### src/source/rammodel_pkg.sv
package rammodel_pkg;

    // Every word on the host link is this wide
    localparam int STREAM_WORD_WIDTH = 32;

    // Header layout: channel code on top, ID below it, per-channel info at the bottom
    localparam int HDR_ID_LSB = 16;
    localparam int HDR_CHAN_LSB = 30;
    localparam int HDR_ID_BITS = HDR_CHAN_LSB - HDR_ID_LSB;

    typedef logic [STREAM_WORD_WIDTH-1:0] stream_word_t;

    // ID field of a header, wide enough for any supported AXI ID
    typedef logic [HDR_ID_BITS-1:0] hdr_id_t;

    // Low half of a header, rlast for R and the burst length for AR
    typedef logic [HDR_ID_LSB-1:0] hdr_info_t;

    typedef logic [7:0] burst_len_t;

    typedef enum logic [1:0] {
        CHAN_NONE = 2'd0,
        CHAN_AR   = 2'd1,
        CHAN_R    = 2'd2,
        CHAN_RSVD = 2'd3
    } chan_code_t;

    // HEAD sends the header, WORD_1 the low payload word, WORD_2 the high one
    typedef enum logic [1:0] {
        ENC_IDLE   = 2'd0,
        ENC_HEAD   = 2'd1,
        ENC_WORD_1 = 2'd2,
        ENC_WORD_2 = 2'd3
    } enc_state_t;

    typedef struct packed {
        stream_word_t word;
        logic         last;
    } stream_beat_t;

    function automatic stream_word_t make_header(
        input chan_code_t chan,
        input hdr_id_t    id,
        input hdr_info_t  info
    );
        stream_word_t w;
        w = '0;
        w[HDR_CHAN_LSB +: 2] = chan;
        w[HDR_ID_LSB +: HDR_ID_BITS] = id;
        w[HDR_ID_LSB-1:0] = info;
        return w;
    endfunction

endpackage

### src/source/rammodel_encoder_ar.sv
`timescale 1ns/1ps

module rammodel_encoder_ar #(
    parameter int ADDR_WIDTH = 32,
    parameter int ID_WIDTH   = 4
) (
    input  logic                       clk,
    input  logic                       rst,

    input  logic                       arvalid,
    output logic                       arready,
    input  logic [ID_WIDTH-1:0]        arid,
    input  logic [ADDR_WIDTH-1:0]      araddr,
    input  rammodel_pkg::burst_len_t   arlen,

    output rammodel_pkg::stream_beat_t beat,
    output logic                       beat_valid,
    input  logic                       beat_ready,

    output logic                       idle
);
    import rammodel_pkg::*;

    // A 32-bit address fits in one word, so WORD_2 is never visited
    localparam bit ADDR_32 = ADDR_WIDTH <= 32;

    enc_state_t state;
    enc_state_t state_next;

    logic [ADDR_WIDTH-1:0] addr_q;

    logic ar_fire;
    logic beat_fire;

    assign ar_fire   = arvalid && arready;
    assign beat_fire = beat_valid && beat_ready;

    always_ff @(posedge clk) begin
        if (rst) begin
            state <= ENC_IDLE;
        end else begin
            state <= state_next;
        end
    end

    always_comb begin
        state_next = state;
        case (state)
            ENC_IDLE: begin
                if (ar_fire) begin
                    state_next = ENC_HEAD;
                end
            end
            ENC_HEAD: begin
                if (beat_fire) begin
                    state_next = ENC_WORD_1;
                end
            end
            ENC_WORD_1: begin
                if (beat_fire) begin
                    state_next = ADDR_32 ? ENC_IDLE : ENC_WORD_2;
                end
            end
            ENC_WORD_2: begin
                if (beat_fire) begin
                    state_next = ENC_IDLE;
                end
            end
            default: state_next = ENC_IDLE;
        endcase
    end

    always_ff @(posedge clk) begin
        if (ar_fire) begin
            addr_q <= araddr;
        end
    end

    // The outgoing word is registered and loaded one step ahead of its state
    always_ff @(posedge clk) begin
        if (ar_fire) begin
            beat.word <= make_header(CHAN_AR, hdr_id_t'(arid), hdr_info_t'(arlen));
            beat.last <= 1'b0;
        end else if (beat_fire && state == ENC_HEAD) begin
            beat.word <= addr_q[31:0];
            beat.last <= ADDR_32;
        end else if (beat_fire && state == ENC_WORD_1) begin
            beat.word <= addr_q[ADDR_WIDTH-1 -: 32];
            beat.last <= 1'b1;
        end
    end

    assign arready    = state == ENC_IDLE;
    assign beat_valid = state != ENC_IDLE;
    assign idle       = state == ENC_IDLE;

endmodule

### src/source/rammodel_encoder_r.sv
`timescale 1ns/1ps

module rammodel_encoder_r #(
    parameter int DATA_WIDTH = 64,
    parameter int ID_WIDTH   = 4
) (
    input  logic                       clk,
    input  logic                       rst,

    input  logic                       rvalid,
    output logic                       rready,
    input  logic [ID_WIDTH-1:0]        rid,
    input  logic [DATA_WIDTH-1:0]      rdata,
    input  logic                       rlast,

    output rammodel_pkg::stream_beat_t beat,
    output logic                       beat_valid,
    input  logic                       beat_ready,

    output logic                       idle
);
    import rammodel_pkg::*;

    localparam bit DATA_32 = DATA_WIDTH <= 32;

    enc_state_t state;
    enc_state_t state_next;

    logic [DATA_WIDTH-1:0] data_q;

    logic r_fire;
    logic beat_fire;

    assign r_fire    = rvalid && rready;
    assign beat_fire = beat_valid && beat_ready;

    always_ff @(posedge clk) begin
        if (rst) begin
            state <= ENC_IDLE;
        end else begin
            state <= state_next;
        end
    end

    always_comb begin
        state_next = state;
        case (state)
            ENC_IDLE: begin
                if (r_fire) begin
                    state_next = ENC_HEAD;
                end
            end
            ENC_HEAD: begin
                if (beat_fire) begin
                    state_next = ENC_WORD_1;
                end
            end
            ENC_WORD_1: begin
                // Narrow data ends the packet after one data word
                if (beat_fire) begin
                    state_next = DATA_32 ? ENC_IDLE : ENC_WORD_2;
                end
            end
            ENC_WORD_2: begin
                if (beat_fire) begin
                    state_next = ENC_IDLE;
                end
            end
            default: state_next = ENC_IDLE;
        endcase
    end

    always_ff @(posedge clk) begin
        if (r_fire) begin
            data_q <= rdata;
        end
    end

    // Header first, then the low data word, then the high one for wide data
    always_ff @(posedge clk) begin
        if (r_fire) begin
            beat.word <= make_header(CHAN_R, hdr_id_t'(rid), hdr_info_t'(rlast));
            beat.last <= 1'b0;
        end else if (beat_fire && state == ENC_HEAD) begin
            beat.word <= data_q[31:0];
            beat.last <= DATA_32;
        end else if (beat_fire && state == ENC_WORD_1) begin
            beat.word <= data_q[DATA_WIDTH-1 -: 32];
            beat.last <= 1'b1;
        end
    end

    // Ready only in IDLE, so a new beat is never taken while a packet is pending
    assign rready     = state == ENC_IDLE;
    assign beat_valid = state != ENC_IDLE;
    assign idle       = state == ENC_IDLE;

endmodule

### src/source/rammodel_stream_arbiter.sv
`timescale 1ns/1ps

module rammodel_stream_arbiter (
    input  logic                       clk,
    input  logic                       rst,

    input  rammodel_pkg::stream_beat_t ar_beat,
    input  logic                       ar_valid,
    output logic                       ar_ready,

    input  rammodel_pkg::stream_beat_t r_beat,
    input  logic                       r_valid,
    output logic                       r_ready,

    output rammodel_pkg::stream_beat_t out_beat,
    output logic                       out_valid,
    input  logic                       out_ready,

    output logic                       busy
);

    // Source select: 0 is the AR encoder, 1 is the R encoder
    logic locked_q;
    logic grant_q;
    logic prefer_r_q;
    logic sel;
    logic out_fire;

    always_comb begin
        if (locked_q) begin
            sel = grant_q;
        end else if (ar_valid && r_valid) begin
            sel = prefer_r_q;
        end else begin
            sel = r_valid;
        end
    end

    assign out_valid = sel ? r_valid : ar_valid;
    assign out_beat  = sel ? r_beat : ar_beat;
    assign ar_ready  = out_ready && !sel;
    assign r_ready   = out_ready && sel;

    assign out_fire = out_valid && out_ready;

    // The grant is taken when a source first offers a word and held until its last word is accepted
    always_ff @(posedge clk) begin
        if (rst) begin
            locked_q   <= 1'b0;
            grant_q    <= 1'b0;
            prefer_r_q <= 1'b0;
        end else if (out_valid) begin
            if (out_fire && out_beat.last) begin
                locked_q   <= 1'b0;
                prefer_r_q <= !sel;
            end else begin
                locked_q <= 1'b1;
                grant_q  <= sel;
            end
        end
    end

    assign busy = locked_q;

endmodule

### src/source/rammodel_read_encoder.sv
`timescale 1ns/1ps

module rammodel_read_encoder #(
    parameter int ADDR_WIDTH = 32,
    parameter int DATA_WIDTH = 64,
    parameter int ID_WIDTH   = 4
) (
    input  logic                       clk,
    input  logic                       rst,

    input  logic                       arvalid,
    output logic                       arready,
    input  logic [ID_WIDTH-1:0]        arid,
    input  logic [ADDR_WIDTH-1:0]      araddr,
    input  rammodel_pkg::burst_len_t   arlen,

    input  logic                       rvalid,
    output logic                       rready,
    input  logic [ID_WIDTH-1:0]        rid,
    input  logic [DATA_WIDTH-1:0]      rdata,
    input  logic                       rlast,

    output logic                       out_valid,
    input  logic                       out_ready,
    output rammodel_pkg::stream_word_t out_word,
    output logic                       out_last,

    output logic                       idle
);
    import rammodel_pkg::*;

    stream_beat_t ar_beat;
    logic         ar_beat_valid;
    logic         ar_beat_ready;
    logic         ar_idle;

    stream_beat_t r_beat;
    logic         r_beat_valid;
    logic         r_beat_ready;
    logic         r_idle;

    stream_beat_t out_beat;
    logic         arb_busy;

    rammodel_encoder_ar #(
        .ADDR_WIDTH (ADDR_WIDTH),
        .ID_WIDTH   (ID_WIDTH)
    ) i_enc_ar (
        .clk        (clk),
        .rst        (rst),
        .arvalid    (arvalid),
        .arready    (arready),
        .arid       (arid),
        .araddr     (araddr),
        .arlen      (arlen),
        .beat       (ar_beat),
        .beat_valid (ar_beat_valid),
        .beat_ready (ar_beat_ready),
        .idle       (ar_idle)
    );

    rammodel_encoder_r #(
        .DATA_WIDTH (DATA_WIDTH),
        .ID_WIDTH   (ID_WIDTH)
    ) i_enc_r (
        .clk        (clk),
        .rst        (rst),
        .rvalid     (rvalid),
        .rready     (rready),
        .rid        (rid),
        .rdata      (rdata),
        .rlast      (rlast),
        .beat       (r_beat),
        .beat_valid (r_beat_valid),
        .beat_ready (r_beat_ready),
        .idle       (r_idle)
    );

    rammodel_stream_arbiter i_arb (
        .clk       (clk),
        .rst       (rst),
        .ar_beat   (ar_beat),
        .ar_valid  (ar_beat_valid),
        .ar_ready  (ar_beat_ready),
        .r_beat    (r_beat),
        .r_valid   (r_beat_valid),
        .r_ready   (r_beat_ready),
        .out_beat  (out_beat),
        .out_valid (out_valid),
        .out_ready (out_ready),
        .busy      (arb_busy)
    );

    assign out_word = out_beat.word;
    assign out_last = out_beat.last;

    // Idle only when no encoder holds a packet and no packet is half sent
    assign idle = ar_idle && r_idle && !arb_busy;

endmodule

### config.mk
export PLATFORM = sky130hd
export DESIGN_NAME = rammodel_read_encoder
export DESIGN_NICKNAME = d
export VERILOG_FILES = /design/src/source/rammodel_pkg.sv /design/src/source/rammodel_encoder_ar.sv /design/src/source/rammodel_encoder_r.sv /design/src/source/rammodel_stream_arbiter.sv /design/src/source/rammodel_read_encoder.sv
export SDC_FILE = /design/constraint.sdc
export NUM_CORES = 1
export LEC_CHECK = 0
export ABC_CLOCK_PERIOD_IN_PS = 7100
export BUFFER_PORTS_ARGS = -buffer_cell sky130_fd_sc_hd__buf_2
export CORE_ASPECT_RATIO = 1.4
export CORE_MARGIN = 5
export CORE_UTILIZATION = 57
export DETAILED_ROUTE_END_ITERATION = 16
export PLACE_DENSITY = 0.95
export SYNTH_ARGS = -nofsm -noshare
export SYNTH_HDL_FRONTEND = slang
export SYNTH_SLANG_ARGS = --single-unit
export TNS_END_PERCENT = 20
### constraint.sdc
create_clock -name clk -period 7.1 [get_ports clk]
set_input_delay 0.71 -clock clk [delete_from_list [all_inputs] [get_ports clk]]
set_output_delay 0.71 -clock clk [all_outputs]
set_load 0.005 [all_outputs]
==> flow_metrics.env, run 1 <==
export IMPL_end_kind="output pin"
export IMPL_final_antenna_net_count=0
export IMPL_rsz0062_at_grt="no"
export IMPL_synth_compound_area_share_pct=8.91
export IMPL_async_flop_share_pct=0
export IMPL_setup_viol=0
export IMPL_rrSetupSlack_ns=3.82
export IMPL_fp_row_count=45
export IMPL_track_usage_pct=23.1
export IMPL_insertion_delay_ns=0.41
export IMPL_criticalPathCategory="flop to output pin"
export IMPL_wirelength_um=15300
export IMPL_critPathTopFamily="simple AND/OR/NAND/NOR gates"
export IMPL_cp_num_cells=7
export IMPL_cp_max_fo=22
export IMPL_synth_top_area_cell="edfxtp_1"
export IMPL_multi_input_area_sq_mm=0.00176
export IMPL_yosysWarnings=0
export IMPL_first_global_vias=4661
export IMPL_path_clk_slew_ns=0.07
export IMPL_start_util_pct=58.7
export IMPL_timing_rr_end="i_enc_r.beat[22]"
export IMPL_cts_buffers=17
export IMPL_crit_buf_inv=2
export IMPL_dieWidth_um=99.7
export IMPL_synthAdderAreaFrac_pct=0.975
export IMPL_ys_ff_latch=169
export IMPL_worst_slew_pin_transition_ns=1.27
export IMPL_root_buffer="clkbuf_16"
export IMPL_clock_sinks=169
export IMPL_fin_cells=754
export IMPL_ios=155
export IMPL_r2r_start="i_enc_r.state[0]"
export IMPL_cts_resized=0
export IMPL_min_period_ns=4.10
export IMPL_synth_top_cell_area_share_pct=52.9
export IMPL_maxCapViolCount=0
export IMPL_dieArea_sq_mm=0.0135
export IMPL_dp_hpwl_um=10600
export IMPL_synth_edff_count=113
export IMPL_hold_depth=1
export IMPL_start_kind="flop"
export IMPL_core_area_sq_mm=0.0109
export IMPL_outcome="finished clean"
export IMPL_post_route_util_pct=71.7
export IMPL_post_route_period_util_pct=57.7
export IMPL_arrival_ns=3.39
export IMPL_die_h_um=136
export IMPL_max_freq_mhz=244
export IMPL_reg2reg_depth=7
export IMPL_cts_hold_buf=0
export IMPL_synth_top_family_by_area="compound AO/OA/AOI/OAI gates"
export IMPL_hold_viol=0
export IMPL_grt_pass1_wl_um=23600
export IMPL_drt_iter0_markers=230
export IMPL_synth_main_ff_cell="edfxtp_1"
export IMPL_antenna_found_initial=0
export IMPL_io_buffers=154
export IMPL_setup_tns_final_ns=0
export IMPL_leakagePower_nw=3.46
export IMPL_post_cts_buffers=0
export IMPL_hold_path_class="primary input to flop"
export IMPL_final_nets=722
export IMPL_synth_xor_area_share_pct=0
export IMPL_syn_cell_area_sq_mm=0.00641
export IMPL_ir_worst_vdd_mv=0.215
export IMPL_avgRoutedWirePerCell_um=20.3
export IMPL_grt_max_degree=67
export IMPL_dp_slack_ns=3.49
export IMPL_critPathMaxStageDelay_ns=0.84
export IMPL_ctsHtreeMaxLevel=4
export IMPL_synthCells=445
export IMPL_grt_overflow_total=0
export IMPL_cp_slowest_cell="nand2_1"
export IMPL_cts_buffer_depth=2
export IMPL_fillCellCount=721
export IMPL_gp_congestion=0.896
export IMPL_drive_above_1_share_pct=38.7
export IMPL_hold_end="i_enc_ar.addr_q[12]"
export IMPL_fin_ws_ns=3.00
export IMPL_seqCellArea_sq_mm=0.00451
export IMPL_syn_avg_cell_area_sq_um=14.4
export IMPL_power_density_mw_per_mm2=361
export IMPL_slew_violations=0
export IMPL_first_pass_iters=5
export IMPL_clock_skew_ns=0.00905
export IMPL_relSlewSlack_pct=15.5
export IMPL_synth_mux_area_share_pct=8.74
export IMPL_placed_cells=721
export IMPL_cp_required_ns=6.39
export IMPL_synth_area_top_cells="edfxtp_1 53%, dfxtp_1 17%, mux2_2 5.6%"
export IMPL_drcViolationCount=0
export IMPL_power_mw=2.83
export IMPL_synth_fp_nets=568
export IMPL_cts_tree="yes"
export IMPL_yosysSeqAreaShare_pct=70.4
export IMPL_min_from="araddr[12]"
export IMPL_routed_via_count=4380
export IMPL_synth_simple_gate_area_share_pct=8.72
export IMPL_vias_per_cell=5.81
export IMPL_syn_to_final_growth_pct=22.1
export IMPL_synth_distinct_cells=42
export IMPL_worstPathCellList="inv_1, ha_1, o21bai_1, a221o_2, nand2_1, mux2_2, buf_2"
[final cells by class]
| type | count | area share (%) |
|---|---|---|
| flip-flops and latches | 169 | 57.6 |
| multi-input cells | 244 | 22.4 |
| repair buffers | 157 | 10.1 |
| clock buffers | 18 | 5.48 |
| well taps | 141 | 2.25 |
| clock inverters | 14 | 1.57 |
| inverters | 10 | 0.479 |
| diodes | 1 | 0.0319 |
[metrics by stage]
stage,hold WS (ns),instance area [sq um]
6_report,0.466,7830
5_1_grt,0.450,7830
4_1_cts,0.454,7830
3_5_place_dp,0.458,7280
3_3_place_gp,0.440,7280
2_1_floorplan,0.434,6410
[layer usage]
metal  global-route usage, %  wire, um
met4                    11.5       530
met3                    4.84      1060
met2                    42.2      8370
met5                       0         0
met1                    24.9      5370
[power breakdown]
group / switching (mW) / internal, mW
Sequential: 0.0720 / 1.25
Clock: 0.372 / 0.484
Combinational: 0.383 / 0.264
Total: 0.827 / 2.00
[placed cells by master (no fill, tap or decap), types with 2 or more instances in the layout]
cell type,Yosys,layout
buf_2,8,154
a211oi_1,3,3
nor2_2,2,2
nor3_1,3,3
edfxtp_1,113,113
a221o_1,24,24
mux2_2,32,32
clkbuf_16,0,17
mux2i_1,20,20
or3b_2,2,2
and3_1,26,26
buf_4,0,3
a21o_1,8,8
nor2_1,26,26
inv_6,0,3
o221a_2,6,6
nand3_1,4,4
a21oi_1,7,7
o21ai_0,7,7
clkinv_4,0,4
inv_1,9,8
nand2_1,51,51
inv_2,0,2
dfxtp_1,56,56
clkinv_2,0,4
ha_1,5,5
[synth_stat cells (2+ instances only)]
cell type and count:
a211oi_1 3, a21o_1 8, a21oi_1 7, a221o_1 24
and3_1 26, buf_2 8, buf_6 2, clkbuf_1 10
dfxtp_1 56, edfxtp_1 113, ha_1 5, inv_1 9
mux2_2 32, mux2i_1 20, nand2_1 51, nand3_1 4
nor2_1 26, nor2_2 2, nor2b_1 2, nor3_1 3
o21ai_0 7, o221a_2 6, or3b_2 2
[sequential cells by signal, summed over array words and instances (netlist names)]
| signal | flops |
|---|---|
| i_arb.busy | 1 |
| i_arb.grant_q | 1 |
| i_arb.prefer_r_q | 1 |
| i_enc_ar.addr_q | 32 |
| i_enc_ar.beat | 33 |
| i_enc_ar.state | 2 |
| i_enc_r.beat | 33 |
| i_enc_r.data_q | 64 |
| i_enc_r.state | 2 |
[worst reg2reg max path: cells and delay by family, from the launching register on]
family / cells / cell delay (ns)
compound gates: 4 / 1.93
simple gates: 1 / 0.42
fa+ha+maj: 1 / 0.35
flops: 1 / 0.39
buf+inv: 1 / 0.10
[cells by family (layout without fill, tap and decap cells)]
kind of cell / count (synthesis) / after routing
flops: 169 / 169
compound gates: 67 / 67
fa+ha+maj: 5 / 5
buf+inv: 32 / 199
simple gates: 120 / 120
mux: 52 / 52
other cells: 0 / 1
[how the worst max path moves through the flow]
stage	to	startpoint	slack [ns]
global placement	out_word[13]	i_enc_r.state[0]	3.68
floorplan	i_enc_r.beat[17]	i_enc_r.state[0]	3.97
CTS	out_word[9]	i_enc_r.state[0]	3.04
finish	out_word[20]	i_enc_r.state[0]	3.00
global route	out_word[27]	i_enc_r.state[0]	2.83
detailed placement	out_word[9]	i_enc_r.state[0]	3.49
Note: power is estimated with default switching activity, not from simulation.
==> run 2, diff against run 1 <==
--- a/config.mk
+++ b/config.mk
@@ -5,13 +5,13 @@
 export SDC_FILE = /design/constraint.sdc
 export NUM_CORES = 1
 export LEC_CHECK = 0
-export ABC_CLOCK_PERIOD_IN_PS = 7100
+export ABC_CLOCK_PERIOD_IN_PS = 3980
 export BUFFER_PORTS_ARGS = -buffer_cell sky130_fd_sc_hd__buf_2
 export CORE_ASPECT_RATIO = 1.4
 export CORE_MARGIN = 5
-export CORE_UTILIZATION = 57
+export CORE_UTILIZATION = 53
 export DETAILED_ROUTE_END_ITERATION = 16
-export PLACE_DENSITY = 0.95
+export PLACE_DENSITY = 0.91
 export SYNTH_ARGS = -nofsm -noshare
 export SYNTH_HDL_FRONTEND = slang
 export SYNTH_SLANG_ARGS = --single-unit
==> constraint.sdc (replaced) <==
create_clock -name clk -period 3.98 [get_ports clk]
set_input_delay 0.398 -clock clk [delete_from_list [all_inputs] [get_ports clk]]
set_output_delay 0.398 -clock clk [all_outputs]
set_load 0.005 [all_outputs]
==> run 2 against run 1 <==
  * Wire length is 0.90% higher
  * Sequential share of layout area is 0.57 points lower
  * Die area is 6.9% higher
  * Register-to-register slack worse by 2.8 ns
  * Core utilization is 5.1 points lower
  * Clock power is 94% higher
  * Total power is 83% higher
  * Critical path type unchanged
  * Largest cell class unchanged
==> flow_metrics.env, run 2 (synthesis gave the netlist of run 1 again) <==
export IMPL_min_from="araddr[19]"
export IMPL_drt_iter0_markers=274
export IMPL_hold_path_class="primary input to flop"
export IMPL_crit_buf_inv=3
export IMPL_worstPathCellList="inv_1, ha_1, o21bai_1, a221o_2, nand2_1, buf_4, mux2_2, buf_2"
export IMPL_cts_hold_buf=0
export IMPL_first_global_vias=4654
export IMPL_arrival_ns=3.13
export IMPL_drcViolationCount=0
export IMPL_root_buffer="clkbuf_16"
export IMPL_final_common_cell="buf_2"
export IMPL_ir_worst_vdd_mv=0.385
export IMPL_hold_depth=1
export IMPL_routed_via_count=4279
export IMPL_hold_viol=0
export IMPL_grt_pass1_wl_um=24100
export IMPL_final_nets=725
export IMPL_cts_buffers=17
export IMPL_regMostFlops="i_enc_r.data_q"
export IMPL_rrSetupSlack_ns=1.00
export IMPL_hold_end="i_enc_ar.addr_q[19]"
export IMPL_dieWidth_um=103
export IMPL_drive_above_1_share_pct=38.7
export IMPL_maxCapViolCount=0
export IMPL_cts_buffer_depth=2
export IMPL_rsz0062_at_grt="no"
export IMPL_relSlewSlack_pct=30.8
export IMPL_path_clk_slew_ns=0.07
export IMPL_outcome="finished clean"
export IMPL_start_kind="flop"
export IMPL_placed_cell_area_sq_mm=0.00731
export IMPL_min_period_ns=3.53
export IMPL_clock_skew_ns=0.00819
export IMPL_largest_register_ffs=64
export IMPL_cp_slowest_cell="a221o_2"
export IMPL_criticalPathCategory="flop to output pin"
export IMPL_gp_congestion=0.906
export IMPL_avgRoutedWirePerCell_um=20.3
export IMPL_track_usage_pct=22.3
export IMPL_cts_tree="yes"
export IMPL_slew_violations=0
export IMPL_io_buffers=154
export IMPL_final_antenna_net_count=0
export IMPL_post_route_period_util_pct=88.6
export IMPL_clock_sinks=169
export IMPL_setup_tns_final_ns=0
export IMPL_final_cell_mix="154 x buf_2, 113 x edfxtp_1, 56 x dfxtp_1"
export IMPL_ios=155
export IMPL_grt_overflow_total=0
export IMPL_cp_max_fo=13
export IMPL_power_mw=5.18
export IMPL_syn_to_final_growth_pct=23.3
export IMPL_die_h_um=140
export IMPL_timing_rr_end="i_enc_r.beat[1]"
export IMPL_power_density_mw_per_mm2=655
export IMPL_worst_slew_pin_transition_ns=1.04
export IMPL_end_kind="output pin"
export IMPL_insertion_delay_ns=0.42
export IMPL_fillCellCount=863
export IMPL_max_freq_mhz=284
export IMPL_leakagePower_nw=3.49
export IMPL_critPathMaxStageDelay_ns=0.47
export IMPL_post_cts_buffers=0
export IMPL_antenna_found_initial=1
export IMPL_grt_max_degree=67
export IMPL_critPathTopFamily="compound AO/OA/AOI/OAI gates"
export IMPL_r2r_start="i_enc_r.state[0]"
export IMPL_setup_viol=0
export IMPL_cts_resized=0
export IMPL_fin_area_sq_mm=0.00791
export IMPL_dp_hpwl_um=10800
export IMPL_cp_required_ns=3.58
export IMPL_reg2reg_depth=7
export IMPL_reg_top3="i_enc_r.data_q (64), i_enc_ar.beat (33), i_enc_r.beat (33)"
export IMPL_start_util_pct=54.0
export IMPL_fp_row_count=47
export IMPL_vias_per_cell=5.61
export IMPL_wirelength_um=15500
export IMPL_first_pass_iters=5
export IMPL_dieArea_sq_mm=0.0144
export IMPL_core_area_sq_mm=0.0119
export IMPL_ctsHtreeMaxLevel=4
## run 2: routing by layer
metal  global-route usage (%)  routed length, um
met1                     24.8               5440
met2                     39.4               8700
met3                     4.93                882
met4                     10.4                447
met5                        0                  0
## run 2: cell type report
cell class / instances / area, sq um / share of cell area (%)
inverters: 10 / 37.5 / 0.475
well taps: 147 / 184 / 2.33
clock buffers: 18 / 429 / 5.43
repair buffers: 160 / 816 / 10.3
diodes: 1 / 2.50 / 0.0316
multi-input cells: 244 / 1760 / 22.2
flip-flops and latches: 169 / 4510 / 57.1
clock inverters: 14 / 170 / 2.15
## run 2: report_power, final
| part | internal [mW] | total [mW] | switching (mW) |
|---|---|---|---|
| clock | 0.992 | 1.66 | 0.669 |
| combinational | 0.478 | 1.16 | 0.682 |
| sequential | 2.23 | 2.36 | 0.126 |
| total | 3.70 | 5.18 | 1.48 |
## run 2: how the worst max path moves through the flow
| stage | start | endpoint | slack (ns) | cells after the start |
|---|---|---|---|---|
| after CTS | i_enc_r.state[0] | out_word[24] | 0.44 | 8 |
| after global placement | i_enc_r.state[0] | out_word[29] | 1.01 | 8 |
| after floorplan | i_enc_r.state[0] | i_enc_r.beat[17] | 0.85 | 8 |
| final | i_enc_r.state[0] | out_word[24] | 0.45 | 8 |
| after global routing | i_enc_r.state[0] | out_word[24] | 0.26 | 8 |
| after detailed placement | i_enc_r.state[0] | out_word[24] | 0.91 | 8 |
## run 2: per-stage QoR
step | util (%) | setup WS [ns] | hold slack (ns) | cells
2_1_floorplan | - | 0.853 | 0.434 | 445
4_1_cts | 66.6 | 0.443 | 0.138 | 762
6_report | 66.6 | 0.454 | 0.152 | 763
3_5_place_dp | 61.5 | 0.908 | 0.463 | 730
5_1_grt | 66.6 | 0.258 | 0.135 | 763
3_3_place_gp | 61.5 | 1.01 | 0.441 | 730
==> run 3, diff against run 2 <==
--- a/config.mk
+++ b/config.mk
@@ -5,13 +5,13 @@
 export SDC_FILE = /design/constraint.sdc
 export NUM_CORES = 1
 export LEC_CHECK = 0
-export ABC_CLOCK_PERIOD_IN_PS = 3980
+export ABC_CLOCK_PERIOD_IN_PS = 3140
 export BUFFER_PORTS_ARGS = -buffer_cell sky130_fd_sc_hd__buf_2
 export CORE_ASPECT_RATIO = 1.4
 export CORE_MARGIN = 5
-export CORE_UTILIZATION = 53
+export CORE_UTILIZATION = 48
 export DETAILED_ROUTE_END_ITERATION = 16
-export PLACE_DENSITY = 0.91
+export PLACE_DENSITY = 0.88
 export SYNTH_ARGS = -nofsm -noshare
 export SYNTH_HDL_FRONTEND = slang
 export SYNTH_SLANG_ARGS = --single-unit
==> constraint.sdc (replaced) <==
create_clock -name clk -period 3.14 [get_ports clk]
set_input_delay 0.314 -clock clk [delete_from_list [all_inputs] [get_ports clk]]
set_output_delay 0.314 -clock clk [all_outputs]
set_load 0.005 [all_outputs]
==> run 3 against run 2 <==
  * Setup slack worse by 0.31 ns
  * Sequential share of layout area is 0.57 points lower
  * Combinational power is 29% higher
  * Clock-buffer cell count rose by 2
  * Core utilization decreased by 6.3 points
  * Highest routed layer unchanged
==> flow_metrics.env, run 3 (synthesis gave the netlist of run 1 again) <==
export IMPL_cts_buffers=17
export IMPL_slew_violations=0
export IMPL_rrSetupSlack_ns=0.47
export IMPL_outcome="finished clean"
export IMPL_gp_congestion=0.890
export IMPL_syn_to_final_growth_pct=24.6
export IMPL_cts_tree="yes"
export IMPL_final_cell_mix="154 x buf_2, 113 x edfxtp_1, 56 x dfxtp_1"
export IMPL_hold_end="i_enc_ar.addr_q[20]"
export IMPL_hold_depth=1
export IMPL_cp_slowest_cell="a221o_2"
export IMPL_path_clk_slew_ns=0.06
export IMPL_cp_max_fo=13
export IMPL_ctsHtreeMaxLevel=4
export IMPL_root_buffer="clkbuf_16"
export IMPL_fp_row_count=50
export IMPL_dr_wl_met2_um=8870
export IMPL_regMostFlops="i_enc_r.data_q"
export IMPL_power_density_mw_per_mm2=819
export IMPL_max_freq_mhz=334
export IMPL_wirelength_um=15300
export IMPL_cts_buffer_depth=2
export IMPL_leakagePower_nw=3.51
export IMPL_worstPathCellList="inv_1, ha_2, o21bai_1, a221o_2, nand2_1, buf_4, mux2_2, buf_2"
export IMPL_ios=155
export IMPL_avgRoutedWirePerCell_um=19.1
export IMPL_end_kind="output pin"
export IMPL_final_antenna_net_count=0
export IMPL_criticalPathCategory="flop to output pin"
export IMPL_arrival_ns=2.68
export IMPL_reg2reg_depth=7
export IMPL_reg_top3="i_enc_r.data_q (64), i_enc_ar.beat (33), i_enc_r.beat (33)"
export IMPL_first_pass_iters=4
export IMPL_fillCellCount=1031
export IMPL_timing_rr_end="i_enc_r.beat[20]"
export IMPL_min_from="araddr[20]"
export IMPL_relSlewSlack_pct=34.2
export IMPL_start_util_pct=48.4
export IMPL_vias_per_cell=5.35
export IMPL_critPathMaxStageDelay_ns=0.47
export IMPL_ir_worst_vdd_mv=0.509
export IMPL_drcViolationCount=0
export IMPL_largest_register_ffs=64
export IMPL_grt_max_degree=67
export IMPL_maxCapViolCount=0
export IMPL_post_cts_buffers=0
export IMPL_setup_tns_final_ns=0
export IMPL_r2r_start="i_enc_r.state[0]"
export IMPL_post_route_util_pct=60.2
export IMPL_first_global_vias=4660
export IMPL_insertion_delay_ns=0.41
export IMPL_final_nets=729
export IMPL_antenna_found_initial=2
export IMPL_dp_hpwl_um=11000
export IMPL_wl_met1_um=5360
export IMPL_dieWidth_um=108
export IMPL_grt_overflow_total=0
export IMPL_setup_viol=0
export IMPL_cts_hold_buf=0
export IMPL_timing_hold_ws_ns=0.0800
export IMPL_drive_above_1_share_pct=39.4
export IMPL_grt_pass1_wl_um=23600
export IMPL_track_usage_pct=19.7
export IMPL_start_kind="flop"
export IMPL_rsz0062_at_grt="no"
export IMPL_die_h_um=147
export IMPL_min_period_ns=2.99
export IMPL_io_buffers=154
export IMPL_worst_slew_pin_transition_ns=0.987
export IMPL_routed_via_count=4294
export IMPL_hold_path_class="primary input to flop"
export IMPL_final_common_cell="buf_2"
export IMPL_post_route_period_util_pct=95.4
export IMPL_hold_viol=0
export IMPL_dr_wl_met3_um=741
export IMPL_core_area_sq_mm=0.0133
export IMPL_clock_sinks=169
export IMPL_routed_top_layer="met4"
export IMPL_clock_skew_ns=0.00788
export IMPL_dieArea_sq_mm=0.0158
export IMPL_drt_iter0_markers=251
export IMPL_cp_required_ns=2.83
run 3: worst max-delay path, delay by kind of cell (launching register included):
family,cells,cell delay [ns]
fa+ha+maj,1,0.27
flops,1,0.39
mux,1,0.37
buf+inv,3,0.48
compound gates,2,0.65
simple gates,1,0.11
run 3: through the flow:
step	std cells	power, mW	worst slack, ns	cell area (sq um)
after detailed placement	769	4.55	0.280	7390
after global placement	769	4.44	0.416	7390
after CTS	801	6.60	0.0283	7980
final	803	6.55	0.146	7990
after global routing	803	6.86	0.00257	7990
after floorplan	445	3.96	0.0135	6410
run 3: layout make-up:
| cell class | instances | area, sq um | share of cell area [%] |
|---|---|---|---|
| Clock inverter | 12 | 150 | 1.88 |
| Tap cell | 182 | 228 | 2.85 |
| Timing Repair Buffer | 164 | 858 | 10.7 |
| Sequential cell | 169 | 4510 | 56.5 |
| Multi-Input combinational cell | 244 | 1760 | 22.0 |
| Clock buffer | 20 | 437 | 5.47 |
| Antenna cell | 2 | 5.00 | 0.0626 |
| Inverter | 10 | 37.5 | 0.470 |
run 3: where the power goes:
group | leakage [nW] | switching [mW] | internal, mW
logic | 1.68 | 0.865 | 0.634
registers | 1.54 | 0.163 | 2.83
clock network | 0.282 | 0.802 | 1.25
run 3: worst max path at each step:
stage,startpoint,to,slack [ns],cells past startpoint
after global placement,i_enc_r.state[0],out_word[31],0.42,7
after CTS,i_enc_r.state[0],out_word[23],0.03,8
after floorplan,i_enc_r.state[0],i_enc_r.beat[17],0.01,8
final,i_enc_r.state[0],out_word[29],0.15,8
after detailed placement,i_enc_r.state[0],out_word[31],0.28,7
after global routing,i_enc_r.state[0],out_word[22],0.003,8
run 3: what timing repair did:
action / in CTS / in global routing
gates resized for setup: 1 / 1
pin swaps: 0 / 0
endpoints found under the setup margin: 13 / 32
run 3: metal layers:
layer	track usage, %	up-vias
met1	20.0	2096
met2	37.7	171
li1	-	1999
met3	4.66	28
met4	8.02	0
met5	0	-
